$ cat src/twiddle_table.svh
// q1.12 cos/sin of 2*pi*i/32, rounded to nearest
// index i covers the first half turn, 0 .. max_n/2-1

localparam logic signed [fft_pkg::tw_w-1:0] tw_cos_tab [0:fft_pkg::max_n/2-1] = '{
    14'sd4096,  14'sd4017,  14'sd3784,  14'sd3406,  // 0 .. 33.75 deg
    14'sd2896,  14'sd2276,  14'sd1567,  14'sd799,   // 45 .. 78.75 deg
    14'sd0,    -14'sd799,  -14'sd1567, -14'sd2276,  // 90 .. 123.75 deg
   -14'sd2896, -14'sd3406, -14'sd3784, -14'sd4017   // 135 .. 168.75 deg
};

localparam logic signed [fft_pkg::tw_w-1:0] tw_sin_tab [0:fft_pkg::max_n/2-1] = '{
    14'sd0,     14'sd799,   14'sd1567,  14'sd2276,  // rising quarter
    14'sd2896,  14'sd3406,  14'sd3784,  14'sd4017,
    14'sd4096,  14'sd4017,  14'sd3784,  14'sd3406,  // peak at 90 deg
    14'sd2896,  14'sd2276,  14'sd1567,  14'sd799    // falling back
};

// 4096 is exact 1.0 and still fits the 14-bit signed range
$ cat src/fft_pkg.sv
package fft_pkg;

   localparam int data_w  = 14;  // sample component width
   localparam int tw_w    = 14;  // twiddle width, q1.12
   localparam int tw_frac = 12;  // fraction bits, 1.0 = 4096
   localparam int max_n   = 32;  // native table transform size
   localparam int ang_w   = 4;   // angle index, covers max_n/2 entries

   // one complex sample
   typedef struct packed {
      logic signed [data_w-1:0] re;  // real part
      logic signed [data_w-1:0] im;  // imaginary part
   } cplx_t;

   // twiddle w = cos - j*sin
   typedef struct packed {
      logic signed [tw_w-1:0] cos;
      logic signed [tw_w-1:0] sin;
   } twiddle_t;

   typedef struct packed {
      cplx_t             a;  // upper input
      cplx_t             b;  // lower input, gets rotated
      logic [ang_w-1:0]  k;  // twiddle angle index
   } bfly_job_t;

   typedef struct packed {
      cplx_t x0;  // (a + w*b) / 2
      cplx_t x1;  // (a - w*b) / 2
   } bfly_res_t;

   typedef enum logic [2:0] {
      lane_idle,       // waiting for job_req
      lane_fetch,      // tw_req up, waiting for tw_ack
      lane_release,    // tw_req down, waiting for tw_ack to fall
      lane_compute,    // butterfly and res register
      lane_done,       // job_ack held until job_req falls
      lane_wait_drop   // one cycle gap after job_ack falls
   } lane_state_t;

   typedef enum logic [1:0] {
      arb_idle,  // looking for a request
      arb_read,  // rd_en pulse to the rom
      arb_ack,   // data wait, then tw_ack held
      arb_drop   // tw_ack released
   } arb_state_t;

endpackage

$ cat src/butterfly_lane.sv
`timescale 1ns/1ps

module butterfly_lane (
   input  logic                      clk,
   input  logic                      arst_n,
   input  logic                      job_req,  // four-phase job request
   input  fft_pkg::bfly_job_t        job,      // stable while job_req high
   output logic                      job_ack,
   output fft_pkg::bfly_res_t        res,      // valid while job_ack high
   output logic                      tw_req,   // twiddle request to arbiter
   output logic [fft_pkg::ang_w-1:0] tw_k,
   input  logic                      tw_ack,
   input  fft_pkg::twiddle_t         tw_data
);
   import fft_pkg::*;

   localparam int prod_w = data_w + tw_w + 1;  // sum of two products

   lane_state_t              state;
   bfly_job_t                job_q;     // latched job
   twiddle_t                 tw_q;      // latched twiddle
   logic signed [prod_w-1:0] t_re;      // re(w*b), q0 after shift
   logic signed [prod_w-1:0] t_im;      // im(w*b)
   logic signed [prod_w-1:0] s0_re;     // a + t
   logic signed [prod_w-1:0] s0_im;
   logic signed [prod_w-1:0] s1_re;     // a - t
   logic signed [prod_w-1:0] s1_im;
   bfly_res_t                res_next;  // result before the register

   assign tw_k = job_q.k;  // stable from idle until the next job

   // w*b with w = cos - j*sin, floor shift back to sample scale
   always_comb begin
      t_re = (job_q.b.re * tw_q.cos + job_q.b.im * tw_q.sin) >>> tw_frac;
      t_im = (job_q.b.im * tw_q.cos - job_q.b.re * tw_q.sin) >>> tw_frac;
      s0_re = job_q.a.re + t_re;
      s0_im = job_q.a.im + t_im;
      s1_re = job_q.a.re - t_re;
      s1_im = job_q.a.im - t_im;
      // halve with floor, keep data_w bits, no saturation
      res_next.x0.re = s0_re[data_w:1];
      res_next.x0.im = s0_im[data_w:1];
      res_next.x1.re = s1_re[data_w:1];
      res_next.x1.im = s1_im[data_w:1];
   end

   always_ff @(posedge clk or negedge arst_n) begin
      if (!arst_n) begin
         state   <= lane_idle;
         tw_req  <= 1'b0;
         job_ack <= 1'b0;
         res     <= '0;
      end else begin
         case (state)
            lane_idle: begin
               if (job_req) begin
                  tw_req <= 1'b1;  // ask for w(k) right away
                  state  <= lane_fetch;
               end
            end
            lane_fetch: begin
               if (tw_ack) begin
                  tw_req <= 1'b0;  // tw_q latched on this edge
                  state  <= lane_release;
               end
            end
            lane_release: begin
               if (!tw_ack) begin
                  state <= lane_compute;  // twiddle handshake closed
               end
            end
            lane_compute: begin
               res     <= res_next;
               job_ack <= 1'b1;
               state   <= lane_done;
            end
            lane_done: begin
               if (!job_req) begin
                  job_ack <= 1'b0;  // res held until here
                  state   <= lane_wait_drop;
               end
            end
            lane_wait_drop: begin
               // master sees job_ack low before the next job is taken
               state <= lane_idle;
            end
            default: begin
               state <= lane_idle;
            end
         endcase
      end
   end

   // operand registers
   always_ff @(posedge clk) begin
      if (state == lane_idle && job_req) begin
         job_q <= job;
      end
      if (state == lane_fetch && tw_ack) begin
         tw_q <= tw_data;
      end
   end

endmodule

$ cat src/fft_stage_top.sv
`timescale 1ns/1ps

module fft_stage_top #(
   parameter int fft_n = 32  // transform size for the twiddle stride
) (
   input  logic               clk,
   input  logic               arst_n,
   input  logic [1:0]         job_req,  // one per lane
   input  fft_pkg::bfly_job_t job0,
   input  fft_pkg::bfly_job_t job1,
   output logic [1:0]         job_ack,
   output fft_pkg::bfly_res_t res0,
   output fft_pkg::bfly_res_t res1
);
   import fft_pkg::*;

   logic [1:0]       tw_req;   // lane -> arbiter
   logic [1:0]       tw_ack;   // arbiter -> lane, one-hot
   logic [ang_w-1:0] tw_k0;
   logic [ang_w-1:0] tw_k1;
   twiddle_t         tw_data;  // shared twiddle to both lanes
   logic             rd_en;    // arbiter -> rom
   logic [ang_w-1:0] rd_k;
   twiddle_t         tw;       // rom -> arbiter

   butterfly_lane i_lane0 (
      .clk     (clk),
      .arst_n  (arst_n),
      .job_req (job_req[0]),
      .job     (job0),
      .job_ack (job_ack[0]),
      .res     (res0),
      .tw_req  (tw_req[0]),
      .tw_k    (tw_k0),
      .tw_ack  (tw_ack[0]),
      .tw_data (tw_data)
   );

   butterfly_lane i_lane1 (
      .clk     (clk),
      .arst_n  (arst_n),
      .job_req (job_req[1]),
      .job     (job1),
      .job_ack (job_ack[1]),
      .res     (res1),
      .tw_req  (tw_req[1]),
      .tw_k    (tw_k1),
      .tw_ack  (tw_ack[1]),
      .tw_data (tw_data)
   );

   twiddle_arbiter i_twiddle_arbiter (
      .clk     (clk),
      .arst_n  (arst_n),
      .tw_req  (tw_req),
      .tw_k0   (tw_k0),
      .tw_k1   (tw_k1),
      .tw_ack  (tw_ack),
      .tw_data (tw_data),
      .rd_en   (rd_en),
      .rd_k    (rd_k),
      .tw      (tw)
   );

   twiddle_rom #(
      .fft_n (fft_n)
   ) i_twiddle_rom (
      .clk   (clk),
      .rd_en (rd_en),
      .rd_k  (rd_k),
      .tw    (tw)
   );

endmodule

$ cat src/twiddle_arbiter.sv
`timescale 1ns/1ps

module twiddle_arbiter (
   input  logic                      clk,
   input  logic                      arst_n,
   input  logic [1:0]                tw_req,   // one per lane
   input  logic [fft_pkg::ang_w-1:0] tw_k0,    // lane 0 angle
   input  logic [fft_pkg::ang_w-1:0] tw_k1,    // lane 1 angle
   output logic [1:0]                tw_ack,   // one-hot, four-phase
   output fft_pkg::twiddle_t         tw_data,  // shared, valid with tw_ack
   output logic                      rd_en,    // rom read strobe
   output logic [fft_pkg::ang_w-1:0] rd_k,     // rom angle index
   input  fft_pkg::twiddle_t         tw        // rom data
);
   import fft_pkg::*;

   arb_state_t state;
   logic       gnt;   // granted lane, kept as last grant when idle
   logic       pick;  // lane to grant from idle
   logic       take;  // grant happens this cycle

   // round robin between the two lanes
   always_comb begin
      if (tw_req == 2'b11) begin
         pick = ~gnt;  // tie goes to the lane not served last
      end else begin
         pick = tw_req[1];  // single requester
      end
   end

   assign take    = (state == arb_idle) && (|tw_req);
   assign tw_data = tw;  // only the acked lane latches it

   always_ff @(posedge clk or negedge arst_n) begin
      if (!arst_n) begin
         state  <= arb_idle;
         gnt    <= 1'b1;  // lane 0 wins the first tie
         rd_en  <= 1'b0;
         tw_ack <= 2'b00;
      end else begin
         case (state)
            arb_idle: begin
               if (take) begin
                  gnt   <= pick;
                  rd_en <= 1'b1;  // one cycle pulse
                  state <= arb_read;
               end
            end
            arb_read: begin
               rd_en <= 1'b0;  // rom registers on this edge
               state <= arb_ack;
            end
            arb_ack: begin
               if (tw_ack == 2'b00) begin
                  tw_ack <= gnt ? 2'b10 : 2'b01;  // rom output settled
               end else if (!tw_req[gnt]) begin
                  tw_ack <= 2'b00;  // lane has latched, release
                  state  <= arb_drop;
               end
            end
            arb_drop: begin
               state <= arb_idle;  // other lane may go next
            end
            default: begin
               state <= arb_idle;
            end
         endcase
      end
   end

   // index of the granted lane, captured with the grant
   always_ff @(posedge clk) begin
      if (take) begin
         rd_k <= pick ? tw_k1 : tw_k0;
      end
   end

endmodule

$ cat src/twiddle_rom.sv
`timescale 1ns/1ps

module twiddle_rom #(
   parameter int fft_n = 32  // transform size, power of two up to max_n
) (
   input  logic                      clk,
   input  logic                      rd_en,  // registered read strobe
   input  logic [fft_pkg::ang_w-1:0] rd_k,   // angle index for fft_n
   output fft_pkg::twiddle_t         tw      // cos/sin, one cycle after rd_en
);
   import fft_pkg::*;

   `include "twiddle_table.svh"

   // smaller transforms step through the 32-point table
   localparam int stride_sh = $clog2(max_n / fft_n);

   logic [ang_w-1:0] rd_ptr;  // index into the native table

   assign rd_ptr = ang_w'(rd_k << stride_sh);  // k * max_n/fft_n

   // rom macro style, output holds while rd_en low
   always_ff @(posedge clk) begin
      if (rd_en) begin
         tw.cos <= tw_cos_tab[rd_ptr];
         tw.sin <= tw_sin_tab[rd_ptr];
      end
   end

endmodule

$ cat config.mk
export PLATFORM = sky130hd
export DESIGN_NAME = fft_stage_top
export DESIGN_NICKNAME = d
export VERILOG_FILES = /design/src/fft_pkg.sv /design/src/butterfly_lane.sv /design/src/fft_stage_top.sv /design/src/twiddle_arbiter.sv /design/src/twiddle_rom.sv
export VERILOG_INCLUDE_DIRS = /design/src /design/src/src
export SDC_FILE = /design/constraint.sdc
export NUM_CORES = 2
export LEC_CHECK = 0
export BUFFER_PORTS_ARGS = -buffer_cell sky130_fd_sc_hd__buf_2
export CAP_MARGIN = 20
export CORE_ASPECT_RATIO = 0.9
export CORE_MARGIN = 2
export CORE_UTILIZATION = 41
export CTS_CLUSTER_DIAMETER = 60
export DETAILED_ROUTE_END_ITERATION = 16
export GPL_TIMING_DRIVEN = 0
export PLACE_DENSITY = 0.63
export SYNTH_ARGS = -nofsm -noshare
export SYNTH_HDL_FRONTEND = slang
export SYNTH_SLANG_ARGS = --single-unit
$ cat constraint.sdc
create_clock -name clk -period 11.73 [get_ports clk]
set_input_delay 0.5865 -clock clk [delete_from_list [all_inputs] [get_ports clk]]
set_output_delay 0.5865 -clock clk [all_outputs]
set_load 0.05 [all_outputs]
==> metrics.csv <==
metric;value;unit
clk_pin_slew_worst_paths;0.06;ns
reg2reg_to;i_lane0.res[13];
cts_tree;built;
grt-ovfl-total;0;
worst-path-max-fanout;10;
viasPerCell;5.15;
synth_common_cells;1766 x inv_1, 1666 x fa_1, 887 x and2_1;
ff2ff_path_depth;35;
fp.coreArea;179000;µm²
placementRows;147;
ctsResizeCount;0;
post_cts_buffers;0;
synth_top_area_share;0.451;
pin_count;238;
hold_ws;0.0323;ns
grt_usage;0.270;
ys.flop_type;edfxtp_1;
slowest_delay;0.90;ns
drcViolationCount;0;
cp.arrival;11.44;ns
drtAntennaViolNets;0;
place.gp.congestion;1.02;
yosys_warnings;0;
cp_top_family;adder cells;
grt_first_pass_wirelength;363000;µm
async_reset_ff_frac;0.384;
avgSynthCellArea;9.91;µm²
max_cap_viol_count;0;
tightest_slew;1.26;ns
die_area;184000;µm²
vias;52800;
cp_num_cells;35;
clkLatencyLatePin;0.73;ns
ys_seq_area_frac;0.127;
endpoint;i_lane0.res[13];
wl;240000;µm
status;completed;
drtIter0Drc;4778;
slowest_stage;clkbuf_1;
relSlewSlack;0.159;
crit_path_start;i_lane0.tw_q[5];
cts_root_buffer;clkbuf_16;
crit_type;reg -> reg;
synth.most_common_cell;inv_1;
cts_buffers;48;
yosys-top-cells-area;fa_1 45%, ha_1 10%, inv_1 9.0%;
post-route-min-period;10.92;ns
synth_area_leader_cell;fa_1;
clock_skew;0.0936;ns
fin_setup_tns;0;ns
cts-htree-levels;2;
fill_cells;17200;
finalHoldViolations;0;
die_h;407;µm
grt_start_max_net_pins;76;
synthCells;7468;
grt_pass1_vias;56100;
ys_ff_latch;333;
end_kind;flip-flop;
r2r_slack;0.81;ns
worstHoldPathType;in -> reg;
synth_fp_nets;9872;
cpMostUsedCell;fa_1;
drv_slew;0;
start_kind;flip-flop;
nets;10200;
synth_edf_count;205;
clk_path_buf_depth;3;
place.detailed.hpwl;196000;µm
ys_types;80;
syn_to_final_growth;8.73;%
start_util;0.414;
io_buffers;237;
route.detailed.wl_per_inst;23.4;µm
fmax;91.6;MHz
fin_cells;10200;
synth_area;74000;µm²
layout-drive-gt1-share;0.0516;
firstDrtPassIters;8;
critPathRequiredTime;12.24;ns
die_w;452;µm
antenna_found_initial;33;
cp_num_buf_inv;8;
placed_cells;10100;
cts.sinks;333;
finalSetupViolations;0;
rsz0062_at_grt;no;
cts_hold_buffers;12;
min_period_over_period;0.931;
timing.rr.start;i_lane0.tw_q[5];
## layer usage
metal | GRT usage | part of all wire
met1 | 0.384 | 0.43
met2 | 0.390 | 0.42
met5 | 0 | 0.00016
met3 | 0.0805 | 0.11
met4 | 0.0932 | 0.039
## area by class of cell
type / instances / area, µm² / share of cell area
diodes: 20 / 50.0 / 0.000622
plain buffers: 322 / 1220 / 0.0151
clock buffers: 53 / 1240 / 0.0154
clock inverters: 36 / 452 / 0.00561
inverters: 1770 / 6640 / 0.0826
multi-input cells: 5043 / 56800 / 0.706
flip-flops and latches: 333 / 9360 / 0.116
well taps: 2384 / 2980 / 0.0371
repair buffers: 286 / 1700 / 0.0211
## cells by family (layout without fill, tap and decap cells)
group	after synthesis	in the layout	share of synthesized area
adder cells (fa/ha/maj)	2280	2280	0.555
buffers and inverters	2092	2467	0.106
AND/OR/NAND/NOR	2005	2005	0.139
AO/OA/AOI/OAI	476	476	0.0399
flip-flops	333	333	0.127
XOR/XNOR	261	261	0.0310
multiplexers	21	21	0.00309
other	0	20	0
## state kept, by name, indices dropped and copies added, names as in the netlist, 4 cells and up
| signal | count |
|---|---|
| i_lane0.job_q | 56 |
| i_lane1.tw_k | 4 |
| i_twiddle_rom.tw | 27 |
| i_lane1.tw_q | 27 |
| i_lane0.res | 56 |
| i_twiddle_arbiter.rd_k | 4 |
| i_lane0.tw_q | 27 |
| i_lane1.res | 56 |
| i_lane1.job_q | 56 |
| i_lane0.tw_k | 4 |
## worst min path at each step
stage / from / to / slack (ns) / depth (start not counted)
2_1_floorplan: arst_n / i_lane0.job_ack / 0.29 / 0
3_3_place_gp: i_twiddle_rom.tw[22] / i_lane0.tw_q[22] / 0.43 / 0
3_5_place_dp: i_twiddle_rom.tw[8] / i_lane0.tw_q[8] / 0.44 / 0
4_1_cts: job0[20] / i_lane0.job_q[20] / 0.0008 / 1
5_1_grt: job0[20] / i_lane0.job_q[20] / 0.03 / 1
6_report: job0[20] / i_lane0.job_q[20] / 0.03 / 1
## per-stage QoR
stage	worst slack (ns)	instance area, µm²	util
after floorplan	3.21	74000	-
after global placement	-1.66	78200	0.437
after detailed placement	0.806	78500	0.439
after CTS	0.766	80300	0.449
after global routing	0.129	80400	0.450
final	0.808	80400	0.450
## placed cells by master, fill, tap and decap left out, drive strengths merged, types with 153 or more instances in the layout
master | netlist | layout
edfxtp | 205 | 205
xnor2 | 202 | 202
fa | 1666 | 1666
o21ai | 156 | 156
and2 | 887 | 887
buf | 14 | 285
ha | 614 | 614
clkbuf | 308 | 363
inv | 1768 | 1783
nor2 | 153 | 153
nand2 | 755 | 755
Power is left out: the tool's default activity adds up to more than one toggle a clock period on the data nets, which glitch-free logic cannot reach.
